<file path="config.mk">
export PLATFORM = sky130hd
export DESIGN_NAME = memAccess
export DESIGN_NICKNAME = d
export VERILOG_FILES = /design/src/source/mem_params.svh /design/src/source/common.sv /design/src/source/memoryHelper.sv /design/src/source/loadExtract.sv /design/src/source/memAccess.sv
export SDC_FILE = /design/constraint.sdc
export NUM_CORES = 1
export LEC_CHECK = 0
export BUFFER_PORTS_ARGS = -buffer_cell sky130_fd_sc_hd__buf_2
export CAP_MARGIN = 25
export CORE_AREA = 2 2 159 161
export CTS_CLUSTER_DIAMETER = 100
export DETAILED_ROUTE_END_ITERATION = 6
export DIE_AREA = 0 0 161 163
export GPL_TIMING_DRIVEN = 0
export HOLD_SLACK_MARGIN = 0.02
export PLACE_DENSITY = 0.7
export SETUP_SLACK_MARGIN = 0.5
export SLEW_MARGIN = 20
export SYNTH_ARGS = -nofsm -noshare
export SYNTH_HDL_FRONTEND = slang
export SYNTH_SLANG_ARGS = --single-unit
export TNS_END_PERCENT = 100
</file>
<file path="constraint.sdc">
create_clock -name clk -period 4.7 [get_ports clk]
set_input_delay 1.175 -clock clk [delete_from_list [all_inputs] [get_ports clk]]
set_output_delay 1.175 -clock clk [all_outputs]
set_load 0.005 [all_outputs]
</file>
<file path="src/source/mem_params.svh">
`ifndef MEM_PARAMS_SVH
`define MEM_PARAMS_SVH

// data RAM size in 64-bit doublewords
`define MEM_DEPTH_WORDS 256

// extra access cycles before pready (0 to 3)
`define APB_WAIT_STATES 1

`endif

</file>
<file path="src/source/common.sv">
package common;

    typedef logic [63:0] u64;
    typedef logic [3:0]  u4;

    typedef u64 addr_t;            // byte address
    typedef u64 word_t;            // one doubleword
    typedef logic [7:0] strobe_t;  // bit i enables byte lane i

    // bit 3 marks a store, bits 1:0 give the access width
    typedef enum u4 {
        LB  = 4'b0000,
        LH  = 4'b0001,
        LW  = 4'b0010,
        LD  = 4'b0011,
        LBU = 4'b0100,
        LHU = 4'b0101,
        LWU = 4'b0110,
        SB  = 4'b1000,
        SH  = 4'b1001,
        SW  = 4'b1010,
        SD  = 4'b1011
    } memMode_t;

    typedef struct packed {
        addr_t    addr;
        word_t    wdata;
        memMode_t mode;
    } memReq_t;

    typedef struct packed {
        word_t rdata;
        logic  err;
    } memResp_t;

    typedef struct packed {
        addr_t   paddr;
        logic    psel;
        logic    penable;
        logic    pwrite;
        word_t   pwdata;
        strobe_t pstrb;
    } apbReq_t;

    typedef struct packed {
        word_t prdata;
        logic  pready;
        logic  pslverr;
    } apbResp_t;

endpackage

</file>
<file path="src/source/memoryHelper.sv">
module memoryHelper import common::*; (
    input  addr_t     addressReq,
    input  word_t     dataIn,
    input  memMode_t  memMode,
    output addr_t     addr,
    output strobe_t   strobe,
    output word_t     data,
    output logic      misaligned
);

    logic [2:0] off;
    logic [5:0] shamt;
    logic [1:0] size;

    assign off   = addressReq[2:0];
    assign shamt = {off, 3'b000};  // byte offset in bits
    assign size  = memMode[1:0];

    assign addr = {addressReq[63:3], 3'b000};

    // same natural alignment rule for loads and stores
    assign misaligned = (size == 2'd1 && off[0]) ||
                        (size == 2'd2 && off[1:0] != 2'b00) ||
                        (size == 2'd3 && off != 3'b000);

    always_comb begin
        strobe = '0;
        case (memMode)
            SB: strobe = strobe_t'(8'h01 << off);
            SH: begin
                if (!off[0]) strobe = strobe_t'(8'h03 << off);
            end
            SW: begin
                if (off[1:0] == 2'b00) strobe = strobe_t'(8'h0f << off);
            end
            SD: begin
                if (off == 3'b000) strobe = 8'hff;
            end
            default: strobe = '0;  // loads write nothing
        endcase
    end

    always_comb begin
        case (memMode)
            SB: data = {56'b0, dataIn[7:0]} << shamt;
            SH: begin
                data = off[0] ? '0 : ({48'b0, dataIn[15:0]} << shamt);
            end
            SW: begin
                data = (off[1:0] != 2'b00) ? '0 : ({32'b0, dataIn[31:0]} << shamt);
            end
            SD: begin
                data = (off != 3'b000) ? '0 : dataIn;
            end
            default: data = dataIn;
        endcase
    end

    // a legal store must touch at least one lane
    always_comb begin
        if (memMode[3] && !misaligned) begin
            assert (strobe != '0)
                else $error("aligned store with empty strobe, mode %b off %0d", memMode, off);
        end
    end

endmodule

</file>
<file path="src/source/loadExtract.sv">
module loadExtract import common::*; (
    input  word_t      rdataRaw,
    input  logic [2:0] byteOffset,
    input  memMode_t   memMode,
    output word_t      rdata
);

    word_t shifted;

    assign shifted = rdataRaw >> {byteOffset, 3'b000};  // addressed lane to bit 0

    always_comb begin
        case (memMode)
            LB: begin
                rdata = {{56{shifted[7]}}, shifted[7:0]};
            end
            LH: begin
                rdata = {{48{shifted[15]}}, shifted[15:0]};
            end
            LW: begin
                rdata = {{32{shifted[31]}}, shifted[31:0]};
            end
            LBU: begin
                rdata = {56'b0, shifted[7:0]};
            end
            LHU: begin
                rdata = {48'b0, shifted[15:0]};
            end
            LWU: begin
                rdata = {32'b0, shifted[31:0]};
            end
            LD: begin
                rdata = rdataRaw;  // whole doubleword
            end
            default: begin
                rdata = rdataRaw;
            end
        endcase
    end

endmodule

</file>
<file path="src/source/memAccess.sv">
module memAccess import common::*; (
    input  logic     clk,
    input  logic     rstN,
    input  memReq_t  req,
    input  logic     reqValid,
    output logic     reqReady,
    output memResp_t resp,
    output logic     respValid,
    output apbReq_t  apbReq,
    input  apbResp_t apbResp
);

    typedef enum logic [1:0] {IDLE, SETUP, ACCESS} state_t;

    state_t     state;
    logic       accept;
    addr_t      helperAddr;
    strobe_t    helperStrobe;
    word_t      helperData;
    logic       misaligned;
    addr_t      paddrQ;
    word_t      pwdataQ;
    strobe_t    pstrbQ;
    logic       pwriteQ;
    memMode_t   modeQ;
    logic [2:0] offsetQ;
    word_t      loadData;

    memoryHelper uHelper (
        .addressReq (req.addr),
        .dataIn     (req.wdata),
        .memMode    (req.mode),
        .addr       (helperAddr),
        .strobe     (helperStrobe),
        .data       (helperData),
        .misaligned (misaligned)
    );

    loadExtract uExtract (
        .rdataRaw   (apbResp.prdata),
        .byteOffset (offsetQ),
        .memMode    (modeQ),
        .rdata      (loadData)
    );

    assign reqReady = (state == IDLE);
    assign accept   = reqValid && reqReady;

    assign apbReq = '{paddr: paddrQ, psel: (state != IDLE), penable: (state == ACCESS),
                      pwrite: pwriteQ, pwdata: pwdataQ, pstrb: pstrbQ};

    always_ff @(posedge clk or negedge rstN) begin
        if (!rstN) begin
            state     <= IDLE;
            respValid <= 1'b0;
        end else begin
            respValid <= 1'b0;
            case (state)
                IDLE: begin
                    if (accept) begin
                        if (misaligned) respValid <= 1'b1;  // answer without the bus
                        else state <= SETUP;
                    end
                end
                SETUP: state <= ACCESS;
                ACCESS: begin
                    if (apbResp.pready) begin
                        state     <= IDLE;
                        respValid <= 1'b1;
                    end
                end
                default: state <= IDLE;
            endcase
        end
    end

    always_ff @(posedge clk) begin
        if (accept) begin
            paddrQ  <= helperAddr;
            pwdataQ <= helperData;
            pstrbQ  <= helperStrobe;
            pwriteQ <= req.mode[3];
            modeQ   <= req.mode;
            offsetQ <= req.addr[2:0];  // kept for the load lane select
        end
        if (accept && misaligned) begin
            resp.rdata <= '0;
            resp.err   <= 1'b1;
        end else if (state == ACCESS && apbResp.pready) begin
            resp.rdata <= pwriteQ ? '0 : loadData;
            resp.err   <= apbResp.pslverr;
        end
    end

    // access phase only after a setup cycle
    apbSetupFirst: assert property (@(posedge clk) disable iff (!rstN)
        $rose(apbReq.penable) |-> $past(apbReq.psel && !apbReq.penable));

    // address must hold while the slave stalls
    apbAddrStable: assert property (@(posedge clk) disable iff (!rstN)
        (apbReq.penable && !apbResp.pready) |=> $stable(apbReq.paddr));

endmodule

</file>
==> impl_results.md, run 1 <==
* Starting Density at around 44%
* Gates resized, CTS repair at 2
* First-pass GRT wire length at approximately 60,000 um
* HP Class: reg -> reg
* Final wirelength at 39,900 um
* Number of global-route vias before repair at about 9,800
* Crit-path max cell delay at ~0.47 ns
* # H-tree levels at 1
* Pre-CTS WS at -0.447 ns
* Seq/Total Area, Yosys at between 50 and 60%
* Share of layout cells above drive strength 1 at 39.6%
* Syn_area_per_cell at approximately 11 sq um
* Crit-path cells: buf_2 > clkbuf_1 > inv_1 > clkbuf_2 > ha_1 > and3b_1 > o21a_1 > clkbuf_1 > o21ai_0 > a2bb2oi_1 > a22o_1
* ANT nets after route at 0
* Warnings from Yosys at 0
* Root Driver: clkbuf_16
* CTS tree: yes
* Setup crit end kind: flop
* Layout Nets at around 1,600
* Flops & latches, synth at ~210
* Ports at between 400 and 500
* Hold_buf cts at 0
* Largest delay contributor family on the critical path: buffers and inverters
* Die area at 26,200 sq um
* Commonest non-fill, non-tap cell in the layout: buf_2
* Worst path bufs/invs at 5
* Pin count of the biggest net entering global routing at 37
* Predominant post-synthesis flop cell: edfxtp_1
* Via count at between 10,000 and 15,000
* Most frequent cells in the layout: buf_2 (410), edfxtp_1 (140), nand2_1 (99)
* Number of synthesized flops with an enable pin at 140
* Relative slew slack at ~41%
* Crit path max fanout at 14
* PD cells at 386 nW/um^2
* Worst Path Arrival at ~4.4 ns
* Fin crit share at between 80% and 90%
* Leak at about 6 nW
* Critical Path Most Common Cell: clkbuf_1
* Initial DRC Count at ~1,200
* Final GP Congestion at between 0.9 and 1
* CTS buffer count at 24
* Cell variety after synth at between 50 and 60
* Status: finished, final reports clean
* Gr usage total at roughly 29%
* Tmin final at around 4.0 ns
* Max frequency at around 250 MHz
* Post-DP HPWL at between 30,000 and 40,000 um
* WS Path Type: in -> reg
* Grt total ovfl at 0
* RSZ-0062 raised after global routing: no
* Avg WL per Cell at approximately 23 um
* DR vias/cell at between 5 and 6
* # rows at 58
* Mapped cell area at ~11,000 sq um
* CTS Sinks at between 200 and 250
* Die W at ~160 um
* PortBufs at 403
* Area Overhead vs Synth at 31.6%
* Clk buf depth at 3
* Max-cap violations at 0
* Initial DRT Pass Iterations at 6
* Ys async rst share at 1.44%
* Post-route setup TNS at 0 ns
* Die extent in y at approximately 160 um
* DRC viols at 0
* Core ar. at between 20,000 and 25,000 sq um
* IR drop worst, VDD at ~0.00038 V
* CP max stage cell: clkbuf_1
* Worst path required time at approximately 5.1 ns
* Max Slew Vio Count at 0
* Final Skew at roughly 0.016 ns
* Endpoints failing hold at 0
* Clock-pin slew on the worst setup and hold paths at approximately 0.060 ns
* Antenna violations before repair at 7
* Postcts setup bufs at 0
* Fin worst setup slack at a little over 0.7 ns
* Setup crit start kind: primary input
* Slew @ Worst Pin at 0.878 ns
* Final setup viols at 0
* Synth Instances at around 960
* Clk Latency, worst-skew pair at about 0.52 ns
[worst register-to-register path, cell delays in order, from the launching register on]
cell       delay [ns]
edfxtp_1         0.32
clkbuf_1         0.30
buf_2            0.34
buf_1            0.48
clkbuf_1         0.44
o22ai_1          0.21
a2111oi_0        0.71
o21ai_1          0.10
[metrics by stage]
stage	utilization [%]	instances	hold slack (ns)	total power, W	cell area (sq um)
2_1_floorplan	-	961	0.435	0.00296	10800
3_3_place_gp	53.5	1694	0.424	0.00351	13200
3_5_place_dp	53.9	1698	0.429	0.00354	13300
4_1_cts	57.3	1742	0.426	0.00549	14100
5_1_grt	57.4	1746	0.428	0.00568	14200
6_report	57.4	1748	0.432	0.00546	14200
[cell type report]
| class | instances | area (sq um) |
|---|---|---|
| clock buffer | 34 | 742 |
| buffer | 83 | 369 |
| clock inverter | 10 | 103 |
| multi-input combinational | 659 | 4790 |
| sequential | 208 | 5580 |
| antenna | 5 | 12.5 |
| fill | 2169 | 10500 |
| timing repair buffer | 408 | 2110 |
| tap | 330 | 413 |
| inverter | 11 | 45.0 |
[sequential cells by signal, indices dropped and copies added (netlist names)]
signal	flops
modeQ	3
offsetQ	3
paddrQ	61
pstrbQ	8
pwdataQ	64
pwriteQ	1
resp	65
respValid	1
state	2
[logic make-up (layout without fill, tap and decap cells)]
group	Yosys count	in the layout	share of synthesized area (%)
buf+inv	94	546	3.77
flops	208	208	51.8
mux	98	98	12.3
simple gates	256	256	11.8
fa+ha+maj	10	10	1.16
other cells	1	8	0.0348
compound gates	292	292	19.1
[Yosys cell counts, types with 4 or more instances]
cell type / number / area [sq um]
a2111oi_0: 7 / 61.3
a21oi_1: 37 / 185
a221o_1: 15 / 150
a221oi_1: 7 / 61.3
a22o_1: 57 / 499
a22oi_1: 40 / 300
a2bb2oi_1: 8 / 70.1
and2_1: 9 / 56.3
and3_1: 12 / 75.1
buf_1: 12 / 45.0
buf_2: 6 / 30.0
buf_4: 4 / 30.0
buf_6: 4 / 45.0
clkbuf_1: 57 / 214
dfxtp_1: 65 / 1300
edfxtp_1: 140 / 4200
ha_1: 10 / 125
inv_1: 10 / 37.5
mux2_2: 30 / 338
mux2i_1: 44 / 440
mux4_2: 24 / 541
nand2_1: 99 / 372
nand2b_1: 13 / 81.3
nand3_1: 7 / 35.0
nor2_1: 38 / 143
nor2b_1: 12 / 75.1
nor4_1: 13 / 81.3
o21ai_0: 82 / 410
o221ai_1: 7 / 61.3
o22ai_1: 6 / 37.5
o2bb2ai_1: 7 / 61.3
or2_2: 34 / 213
[metal layers]
| metal | vias up | share of wire (%) | GRT usage, % |
|---|---|---|---|
| li1 | 4584 | - | - |
| met1 | 4878 | 38 | 38.7 |
| met2 | 670 | 47 | 48.8 |
| met3 | 101 | 10 | 5.93 |
| met4 | 0 | 3.7 | 9.78 |
| met5 | - | 0 | 0 |
[path summary, 6_finish.rpt]
check | from | slack, ns | cells after the start | to
worst min register to register | resp[6] | 0.43 | 2 | resp[6]
worst max-delay path | req[69] | 0.71 | 11 | pwdataQ[63]
max in group asynchronous | rstN | 4.15 | 1 | state[1]
worst min-delay path | resp[6] | 0.43 | 2 | resp[6]
worst max register to register | offsetQ[0] | 1.65 | 7 | resp[30]
min in group asynchronous | rstN | 0.45 | 1 | state[0]
[power by group]
group          switching (W)  internal (W)
Sequential          0.000101       0.00224
Clock               0.000742       0.00121
Combinational       0.000654      0.000521
Power figures use the tool's default switching activity.
==> inputs of run 2 (changes only) <==
Clock period 4.7 ns to 4 ns, I/O delays scaled along.
==> run 2 against run 1 <==
Sequential power is 18% higher; combinational power is 19% higher; clock power is 10% higher; global-route usage is 0.61 points lower; setup slack worse by 0.027 ns; clock skew is 0.0046 ns higher; sequential share of layout area is 0.084 points higher; non-clock buffer count stayed put; first-iteration DRC count is 9.4% lower; register-to-register slack worse by 0.75 ns; utilization is 0.12 points lower; cell area is 0.21% lower; critical endpoint is now pwdataQ[46].
==> impl_results.md, run 2 (synthesized netlist as in run 1, its figures left out) <==
* ANT nets after route at 0 (unchanged)
* Relative slew slack at 35.4% (was 41.1%)
* Clk buf depth at 3 (unchanged)
* Met2 track demand over resource at 48.3% (was 48.8%)
* Crit path max fanout at 14 (unchanged)
* Most flop-heavy register: resp (unchanged)
* Placement Cell Area at 13,300 sq um (about the same)
* FILL cells at 2,209 (was 2,169)
* Max Slew Vio Count at 0 (unchanged)
* Register area at 5580 sq um (unchanged)
* Worst Path Arrival at 3.70 ns (was 4.37 ns)
* Final GP Congestion at 0.921 (was 0.974)
* Max reg flops at 65 (unchanged)
* PortBufs at 403 (unchanged)
* Largest registers: resp x65, pwdataQ x64, paddrQ x61 (unchanged)
* Final Skew at 0.0211 ns (was 0.0165 ns)
* Initial DRT Pass Iterations at 5 (was 6)
* Avg WL per Cell at 22.6 um (was 22.8 um)
* Die W at 161 um (unchanged)
* Met1 usage at 36.0% (was 38.7%)
* # H-tree levels at 1 (unchanged)
* Total power draw at 0.00628 W (was 0.00546 W)
* Busiest grt layer: met2 (unchanged)
* IR drop worst, VDD at 0.000382 V (was 0.000383 V)
* RSZ-0062 raised after global routing: no (unchanged)
* Post-DP HPWL at 30,000 um (was 30,700 um)
* Ports at 407 (unchanged)
* Area of the multi-input gates at 4820 sq um (was 4790 sq um)
* Commonest non-fill, non-tap cell in the layout: buf_2 (unchanged)
* Placed cells at 1,698 (unchanged)
* Number of global-route vias before repair at 9,739 (was 9,762)
* Initial DRC Count at 1,074 (was 1,185)
* Core ar. at 24,700 sq um (unchanged)
* Gr usage total at 28.8% (was 29.4%)
* Hold_buf cts at 0 (unchanged)
* Share of layout cells above drive strength 1 at 40.1% (was 39.6%)
* GRT met3 Usage at 8.30% (was 5.93%)
* Setup crit end kind: flop (unchanged)
* Endpoints failing hold at 0 (unchanged)
* Pin count of the biggest net entering global routing at 36 (was 37)
* Slew @ Worst Pin at 0.961 ns (was 0.878 ns)
* Clock-pin slew on the worst setup and hold paths at 0.06 ns (about the same)
* Final wirelength at 39,400 um (was 39,900 um)
* CTS tree: yes (unchanged)
* Via count at 10,300 (was 10,200)
* Layout Nets at 1,606 (unchanged)
* HP Class: in -> async (was reg -> reg)
* Fin crit share at between 80% and 90%
* PD cells at 445 nW/um^2 (was 386 nW/um^2)
* CTS buffer count at 24 (unchanged)
* Final setup viols at 0 (unchanged)
* Most frequent cells in the layout: buf_2 (410), edfxtp_1 (140), nand2_1 (98) (was buf_2 (410), edfxtp_1 (140), nand2_1 (99))
* First-pass GRT wire length at 57,800 um (was 59,000 um)
* Worst path required time at 4.38 ns (was 5.08 ns)
* Starting Density at 43.6% (unchanged)
* Tmin final at 3.31 ns
* Max-cap violations at 0 (unchanged)
* Root Driver: clkbuf_16 (unchanged)
* WS Path Type: in -> reg (unchanged)
* CTS Sinks at 208 (unchanged)
* Setup crit start kind: primary input (unchanged)
* Antenna violations before repair at 7 (unchanged)
* Leak at 5.97 nW (was 5.98 nW)
* # rows at 58 (unchanged)
* Finished Cell Area at 14,100 sq um (was 14,200 sq um)
* Die extent in y at 163 um (unchanged)
* DR vias/cell at 5.89 (was 5.85)
* Max frequency at ~300 MHz
* Clk Latency, worst-skew pair at 0.53 ns (was 0.52 ns)
* Die area at 26,200 sq um (unchanged)
* Fin cells at 1,745 (was 1,748)
* Grt total ovfl at 0 (unchanged)
* DRC viols at 0 (unchanged)
* Area Overhead vs Synth at 31.3% (was 31.6%)
* Status: finished, final reports clean (unchanged)
run 2: path summary, 6_finish.rpt:
| path | from | endpoint | slack, ns | depth (start not counted) |
|---|---|---|---|---|
| min | rstN | state[0] | 0.26 | 1 |
| min reg2reg | resp[2] | resp[2] | 0.43 | 2 |
| max reg2reg | offsetQ[0] | resp[14] | 0.90 | 8 |
| max | req[69] | pwdataQ[46] | 0.69 | 10 |
| max in group asynchronous | rstN | state[1] | 3.63 | 1 |
| min in group clk | resp[2] | resp[2] | 0.43 | 2 |
run 2: power breakdown:
part	internal, W	total (W)	switching, W
clock	0.00126	0.00215	0.000883
combinational	0.000618	0.00139	0.000772
sequential	0.00263	0.00275	0.000119
run 2: timing repair:
action / CTS / global route
setup endpoints to repair: 114 / 103
resized for setup: 11 / 9
pin swaps: 1 / 0
buffers inserted: 1 / 0
hold endpoints to repair: 0 / 0
run 2: cell type report:
class,count,share of cell area [%]
clock inverters,12,0.646
inverters,11,0.319
diodes,3,0.0531
well taps,330,2.92
clock buffers,31,4.81
flip-flops and latches,208,39.5
multi-input cells,659,34.1
repair buffers,408,15.0
plain buffers,83,2.70
run 2: per-stage QoR:
| step | hold slack, ns | TNS [ns] | utilization [%] | setup WS (ns) |
|---|---|---|---|---|
| after global placement | 0.424 | -125.06 | 53.6 | -0.881 |
| after floorplan | 0.435 | 0 | - | 0.500 |
| after global routing | 0.257 | 0 | 57.3 | 0.548 |
| final | 0.261 | 0 | 57.3 | 0.686 |
| after CTS | 0.250 | 0 | 57.2 | 0.518 |
| after detailed placement | 0.428 | -44.12 | 54.0 | -0.791 |
run 2: worst max-delay path, stage by stage:
cell      delay [ns]
buf_2           0.16
clkbuf_1        0.26
inv_1           0.24
clkbuf_4        0.30
ha_2            0.30
nand4_1         0.15
nand2_1         0.13
clkbuf_1        0.43
clkbuf_1        0.45
a22o_1          0.26
run 2: metal layers:
layer  vias up  wire [um]
li1       4560          -
met1      4910      14700
met2       701      18700
met3       101       4630
met4         8       1290
met5         -         57
==> inputs of run 3 (changes only) <==
Clock period 4 ns to 3.5 ns, I/O delays scaled along.
==> run 3 against run 2 <==
Via count down 0.42%; critical path depth is 1 higher; flip-flop and latch count unchanged; cell area up 0.89%; count of clock-buffer cells in the layout grew 2; sequential power is 14% higher; setup slack lost 0.082 ns; critical endpoint is now pwdataQ[24].
==> impl_results.md, run 3 (synthesized netlist as in run 1, its figures left out) <==
* RSZ-0062 raised after global routing: no (unchanged)
* # H-tree levels at 1 (unchanged)
* Max reg flops at 65 (unchanged)
* Avg WL per Cell at 23.0 um (was 22.6 um)
* Commonest non-fill, non-tap cell in the layout: buf_2 (unchanged)
* Post-route setup TNS at 0 ns (unchanged)
* Share of layout cells above drive strength 1 at 41.1% (was 40.1%)
* Setup crit start kind: primary input (unchanged)
* Area of the multi-input gates at 4850 sq um (was 4820 sq um)
* CTS Sinks at 208 (unchanged)
* Root Driver: clkbuf_16 (unchanged)
* Fin worst setup slack at 0.604 ns (was 0.686 ns)
* DRC viols at 0 (unchanged)
* ANT nets after route at 0 (unchanged)
* Largest registers: resp x65, pwdataQ x64, paddrQ x61 (unchanged)
* Final GP Congestion at 0.965 (was 0.921)
* Max Slew Vio Count at 0 (unchanged)
* Max-cap violations at 0 (unchanged)
* CTS tree: yes (unchanged)
* Finished Cell Area at 14,300 sq um (was 14,100 sq um)
* Worst R2R End: resp[1] (was resp[14])
* Fin crit share at just over 80%
* IR drop worst, VDD at 0.000331 V (was 0.000382 V)
* First-pass GRT wire length at 58,900 um (was 57,800 um)
* Crit-path max cell delay at 0.31 ns (was 0.45 ns)
* Final Util at 57.8% (was 57.3%)
* Leak at 6.02 nW (was 5.97 nW)
* Relative slew slack at 37.2% (was 35.4%)
* Setup crit end kind: flop (unchanged)
* Worst path required time at 3.89 ns (was 4.38 ns)
* Layout Nets at 1,607 (was 1,606)
* Worst Path Arrival at 3.29 ns (was 3.70 ns)
* Die area at 26,200 sq um (unchanged)
* Final setup viols at 0 (unchanged)
* Total power draw at 0.00740 W (was 0.00628 W)
* Starting Density at 43.6% (unchanged)
* Number of global-route vias before repair at 9,730 (was 9,739)
* Register area at 5580 sq um (unchanged)
* Max frequency at 345 MHz
* Crit-path cells: buf_2 > clkbuf_4 > inv_1 > buf_4 > ha_2 > and3b_1 > o21a_2 > clkbuf_4 > nand2_1 > a21oi_1 > a22o_1 (was buf_2 > clkbuf_1 > inv_1 > clkbuf_4 > ha_2 > nand4_1 > nand2_1 > clkbuf_1 > clkbuf_1 > a22o_1)
* Core ar. at 24,700 sq um (unchanged)
* FILL cells at 2,178 (was 2,209)
* CTS buffer count at 24 (unchanged)
* Clk Latency, worst-skew pair at 0.54 ns (was 0.53 ns)
* Ports at 407 (unchanged)
* PortBufs at 403 (unchanged)
* Via count at 10,200 (was 10,300)
* Hold_buf cts at 0 (unchanged)
* # rows at 58 (unchanged)
* R2r startpoint: offsetQ[0] (unchanged)
* CP max stage cell: a21oi_1 (was clkbuf_1)
* WS Path Type: in -> reg (unchanged)
* DR vias/cell at 5.85 (was 5.89)
* Clock-pin slew on the worst setup and hold paths at 0.06 ns (about the same)
* Initial DRT Pass Iterations at 6 (was 5)
* Die W at 161 um (unchanged)
* Most flop-heavy register: resp (unchanged)
* Gr usage total at 29.5% (was 28.8%)
* Initial DRC Count at 1,053 (was 1,074)
* Die extent in y at 163 um (unchanged)
* Pin count of the biggest net entering global routing at 37 (was 36)
* HP Class: in -> async (unchanged)
* Crit path max fanout at 14 (unchanged)
* Antenna violations before repair at 7 (unchanged)
* Final Skew at 0.0146 ns (was 0.0211 ns)
* Status: finished, final reports clean (unchanged)
* PD cells at 519 nW/um^2 (was 445 nW/um^2)
* Critical Path Most Common Cell: clkbuf_4 (was clkbuf_1)
* FF-to-FF setup slack at 0.73 ns (was 0.90 ns)
* Placement Cell Area at 13,300 sq um (about the same)
* Pre-CTS WS at -0.748 ns (was -0.791 ns)
* Post-DP HPWL at 30,700 um (was 30,000 um)
* Area Overhead vs Synth at 32.5% (was 31.3%)
* End point of the critical path: pwdataQ[24] (was pwdataQ[46])
* Tmin final at approximately 2.9 ns
* Crit path from: req[69] (unchanged)
* Most frequent cells in the layout: buf_2 (413), edfxtp_1 (140), nand2_1 (97) (was buf_2 (410), edfxtp_1 (140), nand2_1 (98))
* Grt total ovfl at 0 (unchanged)
* Worst reg2reg path depth at 9 (was 8)
* Slew @ Worst Pin at 0.934 ns (was 0.961 ns)
* Final wirelength at 40,300 um (was 39,400 um)
* Endpoints failing hold at 0 (unchanged)
* Clk buf depth at 3 (unchanged)
-- run 3: changes by cell type in the layout (fill, tap and decap cells not counted), sizes merged --
cell,change
bufinv,+2
clkinvlp,+1
inv,-2
buf,+3
diode,+4
clkinv,-2
-- run 3: worst min path at each step --
stage | startpoint | to | slack (ns)
6_report | rstN | state[0] | 0.13
5_1_grt | rstN | state[0] | 0.13
4_1_cts | rstN | state[1] | 0.12
3_5_place_dp | resp[1] | resp[1] | 0.43
3_3_place_gp | resp[5] | resp[5] | 0.42
2_1_floorplan | resp[1] | resp[1] | 0.43
-- run 3: metal layers --
| layer | track usage (%) | vias to the layer above | wire (um) |
|---|---|---|---|
| met5 | 0 | - | 0 |
| met4 | 15.6 | 0 | 1870 |
| met3 | 7.97 | 125 | 4730 |
| met2 | 44.1 | 703 | 18100 |
| met1 | 39.2 | 4830 | 15600 |
| li1 | - | 4579 | - |
-- run 3: cell type report --
| type | count | share of cell area [%] |
|---|---|---|
| Sequential cell | 208 | 39.1 |
| Inverter | 11 | 0.316 |
| Tap cell | 330 | 2.90 |
| Timing Repair Buffer | 409 | 14.8 |
| Clock buffer | 33 | 4.81 |
| Antenna cell | 7 | 0.123 |
| Multi-Input combinational cell | 659 | 34.0 |
| Clock inverter | 11 | 1.11 |
| Buffer | 83 | 2.82 |
-- run 3: stage by stage --
stage                     cells  hold WS, ns
after floorplan             961        0.435
after global placement     1694        0.421
after detailed placement   1699        0.426
after CTS                  1744        0.121
after global routing       1751        0.127
final                      1751        0.134
-- run 3: critical path: cells and delay by family --
kind,cells,cell delay [ns]
adder cells (fa/ha/maj),1,0.29
AO/OA/AOI/OAI,3,0.79
buffers and inverters,5,1.08
AND/OR/NAND/NOR,2,0.24
-- run 3: repair_timing --
item	4_1_cts	5_1_grt
gates cloned	0	0
gates resized for setup	21	22
pin swaps	1	0
endpoints found under the hold margin	0	0
endpoints found under the setup margin	105	90
setup buffers	1	0
-- run 3: report_power, final --
part | internal [W] | switching (W) | total, W
Sequential | 0.00300 | 0.000134 | 0.00314
Combinational | 0.000710 | 0.000908 | 0.00162
Clock | 0.00160 | 0.00104 | 0.00264
